### src/include/am_lock_defines.svh
/*
 * alignment marker lock constants
 * widths, lane count, marker values and marker field positions
 */
`ifndef AM_LOCK_DEFINES_SVH
`define AM_LOCK_DEFINES_SVH

`define AM_NB_BLOCK         66
`define AM_NB_AM            48      // marker without bip
`define AM_NB_BIP           8
`define AM_N_LANES          4
`define AM_NB_LANE_ID       2
`define AM_NB_PERIOD        14
`define AM_NB_THR           4
`define AM_NB_ERR_CNT       16
`define AM_NB_RESYNC_CNT    8

// per lane marker as {m0, m1, m2, m4, m5, m6}
`define AM_LANE0_VALUE      48'hC16821_3E97DE
`define AM_LANE1_VALUE      48'h9D718E_628E71
`define AM_LANE2_VALUE      48'h594BE8_A6B417
`define AM_LANE3_VALUE      48'h4D957B_B26A84

`define AM_SH_CTRL          2'b10
`define AM_CTRL_REPLACE     64'h1E00_0000_0000_0000   // control block, all idle

`define AM_HI_MSB           63      // marker bits 47:24
`define AM_BIP_MSB          39
`define AM_LO_MSB           31      // marker bits 23:0

`endif

### src/source/am_lock_pkg.sv
/*
 * alignment marker lock types
 * vector typedefs and the lock state encoding
 */
`default_nettype none

`include "am_lock_defines.svh"

package am_lock_pkg;

    // coded block with sync header
    typedef logic [`AM_NB_BLOCK-1:0]       block_t;

    typedef logic [`AM_NB_AM-1:0]          am_t;        // marker pattern
    typedef logic [`AM_NB_BIP-1:0]         bip_t;
    typedef logic [`AM_NB_LANE_ID-1:0]     lane_id_t;

    // blocks between two markers
    typedef logic [`AM_NB_PERIOD-1:0]      period_t;

    typedef logic [`AM_NB_THR-1:0]         thr_t;       // valid and invalid thresholds
    typedef logic [`AM_NB_ERR_CNT-1:0]     err_cnt_t;
    typedef logic [`AM_NB_RESYNC_CNT-1:0]  resync_cnt_t;

    typedef enum logic [1:0]
    {
        lock_search,
        lock_confirm,
        lock_locked
    } lock_state_t;

endpackage

`default_nettype wire

### src/source/am_comparator.sv
/*
 * alignment marker comparator
 * masked match of one marker field against the lane markers
 */
`default_nettype none

`include "am_lock_defines.svh"

module am_comparator
    import am_lock_pkg::*;
(
    input  am_t         i_am_value,
    input  am_t         i_compare_mask,     // set bits are ignored
    input  logic        i_restrict,
    input  lane_id_t    i_locked_lane,
    output logic        o_am_match,
    output lane_id_t    o_match_lane
);

    localparam am_t lane_values [`AM_N_LANES] = '{
        `AM_LANE0_VALUE,
        `AM_LANE1_VALUE,
        `AM_LANE2_VALUE,
        `AM_LANE3_VALUE
    };

    logic [`AM_N_LANES-1:0] lane_hit;

    for (genvar g = 0; g < `AM_N_LANES; g++)
    begin : g_lane
        logic pattern_ok;
        logic lane_allowed;

        assign pattern_ok   = (((i_am_value ^ lane_values[g]) & ~i_compare_mask) == '0);
        assign lane_allowed = !i_restrict || (i_locked_lane == lane_id_t'(g));
        assign lane_hit[g]  = pattern_ok && lane_allowed;
    end

    // priority encode, lowest lane wins
    always_comb
    begin
        o_am_match   = 1'b0;
        o_match_lane = '0;
        for (int lane = `AM_N_LANES - 1; lane >= 0; lane--)
        begin
            if (lane_hit[lane])
            begin
                o_am_match   = 1'b1;
                o_match_lane = lane_id_t'(lane);
            end
        end
    end

endmodule

`default_nettype wire

### src/source/am_lock_fsm.sv
/*
 * alignment marker lock state machine
 * search, confirm and lock with marker spacing timer and threshold counters
 */
`default_nettype none

`include "am_lock_defines.svh"

module am_lock_fsm
    import am_lock_pkg::*;
(
    input  logic        i_clock,
    input  logic        i_reset,
    input  logic        i_enable,
    input  logic        i_valid,
    input  logic        i_block_lock,
    input  logic        i_am_match,
    input  lane_id_t    i_match_lane,
    input  period_t     i_am_period,
    input  thr_t        i_valid_thr,
    input  thr_t        i_invalid_thr,
    output logic        o_restrict,
    output lane_id_t    o_locked_lane,
    output logic        o_am_lock,          // lock state after this block
    output logic        o_marker_accept,
    output logic        o_resync
);

    lock_state_t state;
    lock_state_t state_next;
    lane_id_t    locked_lane;
    lane_id_t    locked_lane_next;
    period_t     timer;
    period_t     timer_next;
    thr_t        valid_cnt;
    thr_t        valid_cnt_next;
    thr_t        invalid_cnt;
    thr_t        invalid_cnt_next;
    logic        accept;
    logic        resync;
    logic        step;
    logic        at_expected;
    logic [`AM_NB_THR:0] valid_inc;    // one extra bit against overflow
    logic [`AM_NB_THR:0] invalid_inc;

    assign step        = i_enable && i_valid;
    assign at_expected = (timer == i_am_period);   // marker slot
    assign valid_inc   = {1'b0, valid_cnt} + 1'b1;
    assign invalid_inc = {1'b0, invalid_cnt} + 1'b1;

    always_comb
    begin
        state_next       = state;
        locked_lane_next = locked_lane;
        timer_next       = timer;
        valid_cnt_next   = valid_cnt;
        invalid_cnt_next = invalid_cnt;
        accept           = 1'b0;
        resync           = 1'b0;

        if (i_enable && !i_block_lock)
        begin
            state_next = lock_search;       // block sync lost
            resync     = (state == lock_locked);
        end
        else if (step)
        begin
            case (state)
                lock_search:
                begin
                    if (i_am_match)
                    begin
                        state_next       = lock_confirm;
                        locked_lane_next = i_match_lane;
                        timer_next       = '0;
                        valid_cnt_next   = thr_t'(1);
                    end
                end
                lock_confirm:
                begin
                    if (!at_expected)
                        timer_next = timer + 1'b1;
                    else if (i_am_match)
                    begin
                        accept         = 1'b1;
                        timer_next     = '0;
                        valid_cnt_next = valid_inc[`AM_NB_THR-1:0];
                        if (valid_inc >= {1'b0, i_valid_thr})
                        begin
                            state_next       = lock_locked;
                            invalid_cnt_next = '0;
                        end
                    end
                    else
                        state_next = lock_search;
                end
                lock_locked:
                begin
                    if (!at_expected)
                        timer_next = timer + 1'b1;
                    else
                    begin
                        timer_next = '0;    // restart spacing even on a missed marker
                        if (i_am_match)
                        begin
                            accept           = 1'b1;
                            invalid_cnt_next = '0;
                        end
                        else if (invalid_inc >= {1'b0, i_invalid_thr})
                        begin
                            state_next = lock_search;
                            resync     = 1'b1;
                        end
                        else
                            invalid_cnt_next = invalid_inc[`AM_NB_THR-1:0];
                    end
                end
                default:
                    state_next = lock_search;
            endcase
        end
    end

    always_ff @(posedge i_clock)
    begin
        if (i_reset)
        begin
            state       <= lock_search;
            locked_lane <= '0;
            timer       <= '0;
            valid_cnt   <= '0;
            invalid_cnt <= '0;
        end
        else
        begin
            state       <= state_next;
            locked_lane <= locked_lane_next;
            timer       <= timer_next;
            valid_cnt   <= valid_cnt_next;
            invalid_cnt <= invalid_cnt_next;
        end
    end

    assign o_restrict      = (state != lock_search);    // only the recorded lane matches
    assign o_locked_lane   = locked_lane;
    assign o_am_lock       = (state_next == lock_locked);
    assign o_marker_accept = accept;
    assign o_resync        = resync;

    // a block sync loss must never be followed by a lock indication
    a_no_lock_after_sync_loss : assert property (@(posedge i_clock) disable iff (i_reset)
        $past(i_enable && !i_block_lock) |-> !o_am_lock);

    a_accept_resync_exclusive : assert property (@(posedge i_clock) disable iff (i_reset)
        !(o_marker_accept && o_resync));

endmodule

`default_nettype wire

### src/source/am_lock_lane.sv
/*
 * alignment marker lock lane
 * marker search and lock, bip check, marker replacement and resync count
 */
`default_nettype none

`include "am_lock_defines.svh"

module am_lock_lane
    import am_lock_pkg::*;
(
    input  logic        i_clock,
    input  logic        i_reset,
    input  logic        i_enable,
    input  logic        i_valid,
    input  logic        i_block_lock,       // from block sync
    input  block_t      i_data,
    input  am_t         i_compare_mask,
    input  period_t     i_am_period,
    input  thr_t        i_valid_thr,
    input  thr_t        i_invalid_thr,
    output block_t      o_data,
    output logic        o_valid,
    output logic        o_start_of_lane,    // to deskew
    output logic        o_am_lock,
    output lane_id_t    o_lane_id,
    output err_cnt_t    o_error_count,
    output resync_cnt_t o_resync_count
);

    localparam block_t ctrl_block = {`AM_SH_CTRL, `AM_CTRL_REPLACE};

    am_t         am_value;
    bip_t        received_bip;
    bip_t        calculated_bip;
    logic        am_match;
    lane_id_t    match_lane;
    lane_id_t    locked_lane;
    logic        restrict_lane;
    logic        lock_next;
    logic        marker_accept;
    logic        resync;
    logic        replace;
    block_t      data_q;
    logic        valid_q;
    logic        sol_q;
    logic        lock_q;
    lane_id_t    lane_id_q;
    resync_cnt_t resync_cnt;

    assign am_value     = {i_data[`AM_HI_MSB -: `AM_NB_AM/2], i_data[`AM_LO_MSB -: `AM_NB_AM/2]};
    assign received_bip = i_data[`AM_BIP_MSB -: `AM_NB_BIP];
    assign replace      = marker_accept && lock_next;  // locked or lock reached now

    am_comparator u_am_comparator
    (
        .i_am_value      (am_value),
        .i_compare_mask  (i_compare_mask),
        .i_restrict      (restrict_lane),
        .i_locked_lane   (locked_lane),
        .o_am_match      (am_match),
        .o_match_lane    (match_lane)
    );

    am_lock_fsm u_am_lock_fsm
    (
        .i_clock         (i_clock),
        .i_reset         (i_reset),
        .i_enable        (i_enable),
        .i_valid         (i_valid),
        .i_block_lock    (i_block_lock),
        .i_am_match      (am_match),
        .i_match_lane    (match_lane),
        .i_am_period     (i_am_period),
        .i_valid_thr     (i_valid_thr),
        .i_invalid_thr   (i_invalid_thr),
        .o_restrict      (restrict_lane),
        .o_locked_lane   (locked_lane),
        .o_am_lock       (lock_next),
        .o_marker_accept (marker_accept),
        .o_resync        (resync)
    );

    bip_calculator u_bip_calculator
    (
        .i_clock         (i_clock),
        .i_reset         (i_reset),
        .i_enable        (i_enable),
        .i_valid         (i_valid),
        .i_data          (i_data),
        .i_restart       (marker_accept || resync),
        .o_bip           (calculated_bip)
    );

    bip_error_counter u_bip_error_counter
    (
        .i_clock          (i_clock),
        .i_reset          (i_reset),
        .i_enable         (i_enable),
        .i_check          (marker_accept && lock_q),   // already locked before this marker
        .i_clear          (resync),
        .i_received_bip   (received_bip),
        .i_calculated_bip (calculated_bip),
        .o_error_count    (o_error_count)
    );

    always_ff @(posedge i_clock)
    begin
        if (i_valid)
            data_q <= replace ? ctrl_block : i_data;
    end

    always_ff @(posedge i_clock)
    begin
        if (i_reset)
        begin
            valid_q    <= 1'b0;
            sol_q      <= 1'b0;
            lock_q     <= 1'b0;
            lane_id_q  <= '0;
            resync_cnt <= '0;
        end
        else
        begin
            valid_q <= i_enable && i_valid;
            sol_q   <= replace;
            lock_q  <= lock_next;
            if (lock_next)
                lane_id_q <= locked_lane;
            if (resync)
                resync_cnt <= resync_cnt + 1'b1;
        end
    end

    assign o_data          = data_q;
    assign o_valid         = valid_q;
    assign o_start_of_lane = sol_q;
    assign o_am_lock       = lock_q;
    assign o_lane_id       = lane_id_q;
    assign o_resync_count  = resync_cnt;

endmodule

`default_nettype wire

### src/source/bip_calculator.sv
/*
 * bit interleaved parity calculator
 * running bip8 over the payload of the blocks between two markers
 */
`default_nettype none

`include "am_lock_defines.svh"

module bip_calculator
    import am_lock_pkg::*;
(
    input  logic        i_clock,
    input  logic        i_reset,
    input  logic        i_enable,
    input  logic        i_valid,
    input  block_t      i_data,
    input  logic        i_restart,
    output bip_t        o_bip
);

    bip_t bip;
    bip_t block_bip;

    // payload bit i folds into parity bit i mod 8, sync header excluded
    always_comb
    begin
        block_bip = '0;
        for (int i = 0; i < `AM_NB_BLOCK - 2; i++)
        begin
            block_bip[i % `AM_NB_BIP] = block_bip[i % `AM_NB_BIP] ^ i_data[i];
        end
    end

    always_ff @(posedge i_clock)
    begin
        if (i_reset)
            bip <= '0;
        else if (i_enable)
        begin
            if (i_restart)
                bip <= '0;                  // marker block does not enter
            else if (i_valid)
                bip <= bip ^ block_bip;
        end
    end

    assign o_bip = bip;

endmodule

`default_nettype wire

### src/source/bip_error_counter.sv
/*
 * bip error counter
 * saturating count of parity mismatches on checked markers
 */
`default_nettype none

module bip_error_counter
    import am_lock_pkg::*;
(
    input  logic        i_clock,
    input  logic        i_reset,
    input  logic        i_enable,
    input  logic        i_check,            // locked marker accepted
    input  logic        i_clear,
    input  bip_t        i_received_bip,
    input  bip_t        i_calculated_bip,
    output err_cnt_t    o_error_count
);

    localparam err_cnt_t count_max = '1;

    err_cnt_t count;
    logic     mismatch;

    assign mismatch = i_check && (i_received_bip != i_calculated_bip);

    always_ff @(posedge i_clock)
    begin
        if (i_reset)
            count <= '0;
        else if (i_enable)
        begin
            if (i_clear)
                count <= '0;
            else if (mismatch && (count != count_max))
                count <= count + 1'b1;      // hold at max
        end
    end

    assign o_error_count = count;

    a_no_wrap : assert property (@(posedge i_clock) disable iff (i_reset)
        (!$past(i_reset) && ($past(o_error_count) != '0) && (o_error_count == '0))
            |-> $past(i_enable && i_clear));

endmodule

`default_nettype wire
### config.mk
export PLATFORM = sky130hd
export DESIGN_NAME = am_lock_lane
export DESIGN_NICKNAME = d
export VERILOG_FILES = /design/src/source/am_lock_pkg.sv /design/src/source/am_comparator.sv /design/src/source/am_lock_fsm.sv /design/src/source/am_lock_lane.sv /design/src/source/bip_calculator.sv /design/src/source/bip_error_counter.sv
export VERILOG_INCLUDE_DIRS = /design/src /design/src/include
export SDC_FILE = /design/constraint.sdc
export NUM_CORES = 1
export LEC_CHECK = 0
export ABC_AREA = 0
export BUFFER_PORTS_ARGS = -buffer_cell sky130_fd_sc_hd__buf_2
export CAP_MARGIN = 30
export CORE_UTILIZATION = 40
export CTS_CLUSTER_SIZE = 30
export DETAILED_ROUTE_END_ITERATION = 16
export GPL_TIMING_DRIVEN = 0
export HOLD_SLACK_MARGIN = 0.15
export PLACE_DENSITY = 0.68
export SYNTH_ARGS = -nofsm -noshare
export SYNTH_HDL_FRONTEND = slang
export SYNTH_SLANG_ARGS = --single-unit
### constraint.sdc
create_clock -name i_clock -period 3.1 [get_ports i_clock]
set_clock_uncertainty 0.1 [all_clocks]
set_input_delay 0.155 -clock i_clock [delete_from_list [all_inputs] [get_ports i_clock]]
set_output_delay 0.155 -clock i_clock [all_outputs]
set_load 0.05 [all_outputs]
Yosys cells after proc, flatten, opt, wreduce, memory -nomap -nowiden. Cells that the tools add are included.

Register bits: 129. Input port bits: 141. Output and inout bits: 95. Logic and storage cells: 186.

Add/subtract/negate cells: 5. Magnitude comparators: 2. Eq/ne operators: 15. Muxes and demuxes: 48. Bitwise logic cells: 67. Reductions and logical operators: 36.

Operators with widths (number): 48-bit bitwise AND (4); 48-bit zero test (4); 24-bit inverter (4); 1-bit bitwise XOR (56); 48-bit inverter (1); 14-bit two-way mux (3); 14-bit one-hot mux with 3 select lines (1); 4-bit two-way mux (9); 16-bit two-way mux (2); 2-bit two-way mux (13); 16-bit by 1-bit adder with 16-bit output, second input constant (1); 8-bit two-way mux (2); 16-bit != test, second input constant (1); 4-bit one-hot mux with 2 select lines (2); 1-bit two-way mux (15); 14-bit by 1-bit adder with 14-bit output, second input constant (1); 14-bit == test (1); 4-bit by 1-bit adder with 5-bit output, second input constant (2); 5-bit by 4-bit >= comparator with 1-bit output (2); 1-bit logical AND (10); 2-bit nonzero test (5); 8-bit by 1-bit adder with 8-bit output, second input constant (1); 2-bit == test, second input constant (4); 8-bit != test (1); other kinds (17) (28).

Depth between registers and ports, before layout.
Depth in word-level cells: 18. Depth in mapped cells: 13.

Cells and area by module. A second synthesis with hierarchy kept.

Cell total of the unflattened synthesis: 824. Area total of the unflattened synthesis: 7654.8 sq um.

Modules (own cells, without submodules): am_lock_lane (times used 1, cells an instance 192, area an instance 2926.6 sq um, sequential area each 2242.2 sq um); am_lock_fsm (times used 1, cells an instance 272, area an instance 2093.3 sq um, sequential area each 520.5 sq um); bip_error_counter (times used 1, cells an instance 136, area an instance 1081.0 sq um, sequential area each 320.3 sq um); bip_calculator (times used 1, cells an instance 91, area an instance 797.0 sq um, sequential area each 160.2 sq um); am_comparator (times used 1, cells an instance 133, area an instance 757.0 sq um, sequential area each 0.0 sq um).

Worst setup path after synthesis. Ideal clock, no wire load.

Path type: reg-to-reg. Start point: register u_am_lock_fsm.state[0]. End point: register data_q[41] (netlist: o_data[41]) (data pin). Setup time: 0.255 ns. Arrival time: 2.821 ns. Required time: 2.745 ns. Slack: -0.076 ns. Cell stages (with the launch flop): 13. Period minus slack after synthesis: 3.176 ns. Path through: dfxtp_1 > inv_1 > ha_1 > a21oi_1 > or4_1 > nor4_1 > nor4_2 > buf_6 > a21boi_0 > o22ai_1 > nand4_2 > clkbuf_1 > and2_1.

Longest elaborated chain between the ends: 15. Elaborated cells on any way between the ends: 35.

RTL lines: start: declaration (line am_lock_fsm.sv:29) `lock_state_t state;`; start signal: assignment (line am_lock_fsm.sv:128) `state <= lock_search;`; start signal: assignment (line am_lock_fsm.sv:136) `state <= state_next;`; 2-bit nonzero test (line am_lock_fsm.sv:144) `assign o_restrict = (state != lock_search);`; 1-bit zero test (line am_comparator.sv:35) `assign lane_allowed = !i_restrict || (i_locked_lane == lane_id_t'(g));`; 1-bit logical OR (line am_comparator.sv:35); 1-bit logical AND (line am_comparator.sv:36) `assign lane_hit[g] = pattern_ok && lane_allowed;`; 1-bit two-way mux (4 in a row) (line am_comparator.sv:46) `if (lane_hit[lane])`; 2-bit two-way mux, on equally long branches (line am_lock_fsm.sv:104, am_lock_fsm.sv:83); 2-bit two-way mux, on equally long branches (line am_lock_fsm.sv:99, am_lock_fsm.sv:81); 2-bit one-hot mux with 3 select lines (line am_lock_fsm.sv:68) `case (state)`; 2-bit two-way mux (line am_lock_fsm.sv:66) `else if (step)`; 2-bit two-way mux (line am_lock_fsm.sv:61) `if (i_enable && !i_block_lock)`; 2-bit == test (line am_lock_fsm.sv:146) `assign o_am_lock = (state_next == lock_locked);`; 1-bit logical AND * (line am_lock_lane.sv:53) `assign replace = marker_accept && lock_next;`; end signal: assignment (line am_lock_lane.sv:110) `data_q <= replace ? ctrl_block : i_data;`; end: declaration (line am_lock_lane.sv:44) `block_t data_q;`.

Every way passes the cells marked *; elsewhere a longest branch is shown, timed or not. A chain may end at the register's enable or synchronous reset.

Final worst setup path.
Start point: input i_data[30]. End point: register data_q[30] (netlist: o_data[30]) (data pin).

Longest elaborated chain between the ends: 14. Elaborated cells on any way between the ends: 32.

RTL lines: start: declaration (line am_lock_lane.sv:17) `input block_t i_data,`; 48-bit bitwise AND (line am_comparator.sv:34) `assign pattern_ok = (((i_am_value ^ lane_values[g]) & ~i_compare_mask) == '0);`; 48-bit zero test (line am_comparator.sv:34); 1-bit logical AND (line am_comparator.sv:36); 1-bit two-way mux (4 in a row) (line am_comparator.sv:46); 2-bit two-way mux, on equally long branches (line am_lock_fsm.sv:104, am_lock_fsm.sv:83); 2-bit two-way mux, on equally long branches (line am_lock_fsm.sv:99, am_lock_fsm.sv:81); 2-bit one-hot mux with 3 select lines (line am_lock_fsm.sv:68); 2-bit two-way mux (line am_lock_fsm.sv:66); 2-bit two-way mux (line am_lock_fsm.sv:61); 2-bit == test (line am_lock_fsm.sv:146); 1-bit logical AND (line am_lock_lane.sv:53).

Parallel ways exist; a longest one is shown, timed or not.

==> summary.txt <==
Outcome
  – Outcome: finished, final reports clean

Critical path
  – Critical path class: in2reg
  – WP data required: about 3.2 ns
  – CP Data Arrival Time: around 3.2 ns
  – Critical path launch point type: input port
  – Worst Path Max Fanout: 8
  – Crit end category: flop

Finish
  – # nets final: 1286
  – Syn-to-layout area delta: 48.3%
  – Layout cell share with drive strength beyond 1: approximately a third
  – Antenna fix cells: 0
  – Post-layout util: 60.5%
  – # fillers: approximately 1600

Synthesis
  – Sequential fraction of the synthesis area: ~44%
  – Post-synth EDFFs: 66
  – Cell with the most instances after synthesis: nor2_1
  – Yosys top cell area share: about 27%
  – Ranking of synthesized cells by area: edfxtp_1 27%, dfxtp_1 17%, xnor2_1 7.7%
  – Post-synth top cells: 92 x nor2_1, 66 x edfxtp_1, 64 x xnor2_1
  – Asr flop ratio synth: 0%
  – Yosys Warn Count: 0
  – Synth Flop Type: edfxtp_1
  – Syn_area_per_cell: approximately 9.6 um2
  – Yosys cell types: 60
  – Mapped Cells: about 760
  – Post-Syn Nets: about 900
  – Largest area contributor in the netlist: edfxtp_1
  – Seq cells post-synth: between 100 and 150
  – Synth Cell Area: 7320 um2

STA
  – Final Slew Violations: 0
  – TNS Setup: 0 ns
  – RSZ-0062 raised after global routing: true
  – Normalized max-slew margin: 40.3%
  – Count of final setup violators: 0
  – Slew @ Worst Pin: between 0.8 and 0.9 ns
  – Tmin final: slightly above 3 ns
  – Final cycle utilization of the critical path: between 90% and 100%
  – Max frequency: approximately 0.32 GHz
  – WHS: about 0.24 ns
  – Endpoints failing hold: 0

GRT
  – First-pass GRT wire length: ~36000 um
  – Total gr overflow: 0
  – Number of global-route vias before repair: just under 7000
  – Total track usage: a little over a quarter
  – Initial antenna violation count: 0
  – Largest net degree at the start of global routing: between 60 and 70

Clocking
  – Max clock buf depth: 2
  – Root buf cell: clkbuf_16
  – CTS tree: yes
  – H-tree depth: 4
  – Clk slew on worst S/H paths: about 0.06 ns
  – Worst skew pair latency: 0.42 ns
  – Num CTS Buffers: 17
  – Sink Count: ~130

Drt
  – Vias: 7110
  – Drt pass-1 iters: 5
  – Starting DRC count in detailed routing: ~460
  – Mean routed wirelength per cell: 18.1 um
  – DRT antenna net count: 0
  – Drt drc: 0
  – Post-Route WL: ~25000 um
  – Avg Vias per Cell: between 5 and 6

Place
  – Global placement routability congestion: 0.842
  – DPL Wire Length: between 15000 and 20000 um
  – Port Buffers: about 230

Power and ir drop
  – Leakage: 4.63 nW
  – Worst vdd ir: 385 uV
  – PwrDens: around 440 nW/um2

Min path
  – HP Class: in2reg

Die
  – Die ar.: 18800 um2
  – Row cnt: between 40 and 50
  – Starting Density: between 40% and 50%
  – Die Width: between 100 and 150 um
  – I/O Pins: roughly 240
  – Chip height: 137 um
  – Core ar.: 18000 um2

Job
  – Max Cap Viol: 0
-- path summary, 6_finish.rpt --
path / from / slack [ns] / to / cells past startpoint
setup / recovery: i_data[30] / 0.02 / o_data[30] / 14
hold / removal: i_reset / 0.24 / o_lane_id[0] / 3
setup reg to reg: u_am_lock_fsm.state[0] / 0.02 / o_data[30] / 16
hold reg to reg: o_lane_id[0] / 0.38 / o_lane_id[0] / 2
-- logic make-up after synthesis --
family	share of synthesized area (%)
fa+ha+maj	2.90
buf+inv	3.71
mux	0.684
flops	44.3
compound gates	11.9
xor+xnor	12.9
simple gates	23.6
-- layout make-up --
class | count | area [um2] | area share (%)
tap | 229 | 287 | 2.64
inverter | 40 | 150 | 1.38
clock buffer | 23 | 494 | 4.55
sequential | 129 | 3250 | 29.9
clock inverter | 9 | 53.8 | 0.495
timing repair buffer | 345 | 2260 | 20.8
multi-input combinational | 568 | 4140 | 38.1
buffer | 27 | 228 | 2.10
-- power by group --
group	internal (mW)	switching, mW
sequential	1.89	0.0358
combinational	0.368	0.581
clock	1.12	0.757
-- what timing repair did --
item | in CTS | in global routing
setup endpoints to repair | 119 | 102
gates cloned | 6 | 0
buffers inserted | 18 | 19
hold buffers | 69 | 0
pin swaps | 26 | 18
resized for setup | 80 | 48
hold endpoints to repair | 70 | 0
-- worst max-delay path: stages --
cell and delay [ns]:
buf_8 0.10, nor2b_4 0.12, or4_4 0.53, or4_4 0.53, buf_6 0.15, nor4_4 0.28
nor4_4 0.11, buf_6 0.14, and3_4 0.17, a21oi_4 0.22, nand4_4 0.13, buf_12 0.18
clkbuf_16 0.17, and2_1 0.16
-- placed cells by master, fill, tap and decap left out, types with 6 or more instances in the layout --
cell type | synthesis | routed
inv_1 | 40 | 37
and2_4 | 0 | 25
nor4_1 | 12 | 6
edfxtp_1 | 66 | 66
nor2_1 | 92 | 91
a311oi_1 | 8 | 7
nand2_1 | 38 | 38
a31oi_1 | 6 | 6
ha_1 | 17 | 15
clkbuf_1 | 23 | 15
nand4_1 | 18 | 18
and2_1 | 62 | 37
o22ai_1 | 10 | 9
nand3_1 | 6 | 6
a211o_1 | 6 | 6
nor4_4 | 3 | 7
dfxtp_1 | 63 | 59
o211ai_1 | 11 | 11
a21oi_1 | 25 | 22
nand2b_1 | 18 | 18
buf_2 | 1 | 233
buf_4 | 2 | 34
clkbuf_16 | 0 | 23
and3_1 | 13 | 12
xor2_1 | 44 | 44
xnor2_1 | 64 | 64
buf_6 | 1 | 6
dlygate4sd3_1 | 0 | 69
o21ai_0 | 20 | 15
nor2b_1 | 17 | 16
nor3_1 | 7 | 7
-- metrics by stage --
stage                     power [mW]  instance area (um2)  cells  worst slack, ns
after CTS                       4.76                10600   1352         0.000323
after global routing            4.91                10900   1370          -0.0601
after floorplan                 2.49                 7330    764           0.0113
after global placement          2.79                 8790   1227            -1.05
after detailed placement        2.79                 8790   1228            -1.07
final                           4.75                10900   1370           0.0182
-- layer usage --
| layer | up-vias | GRT usage [%] | share of wire [%] |
|---|---|---|---|
| li1 | 3442 | - | - |
| met1 | 3285 | 30.4 | 40 |
| met2 | 321 | 44.9 | 49 |
| met3 | 62 | 6.55 | 7.2 |
| met4 | 0 | 11.8 | 3.8 |
| met5 | - | 0 | 0 |
-- flip-flops by register name, summed over array words and instances (netlist names) --
| name | flops |
|---|---|
| o_am_lock | 1 |
| u_bip_calculator.o_bip | 8 |
| u_am_lock_fsm.invalid_cnt | 4 |
| o_start_of_lane | 1 |
| u_bip_error_counter.o_error_count | 16 |
| u_am_lock_fsm.valid_cnt | 4 |
| u_am_lock_fsm.state | 2 |
| u_am_lock_fsm.o_locked_lane | 2 |
| o_valid | 1 |
| u_am_lock_fsm.timer | 14 |
| o_resync_count | 8 |
| o_data | 66 |
| o_lane_id | 2 |
(Power assumes the default switching activity.)
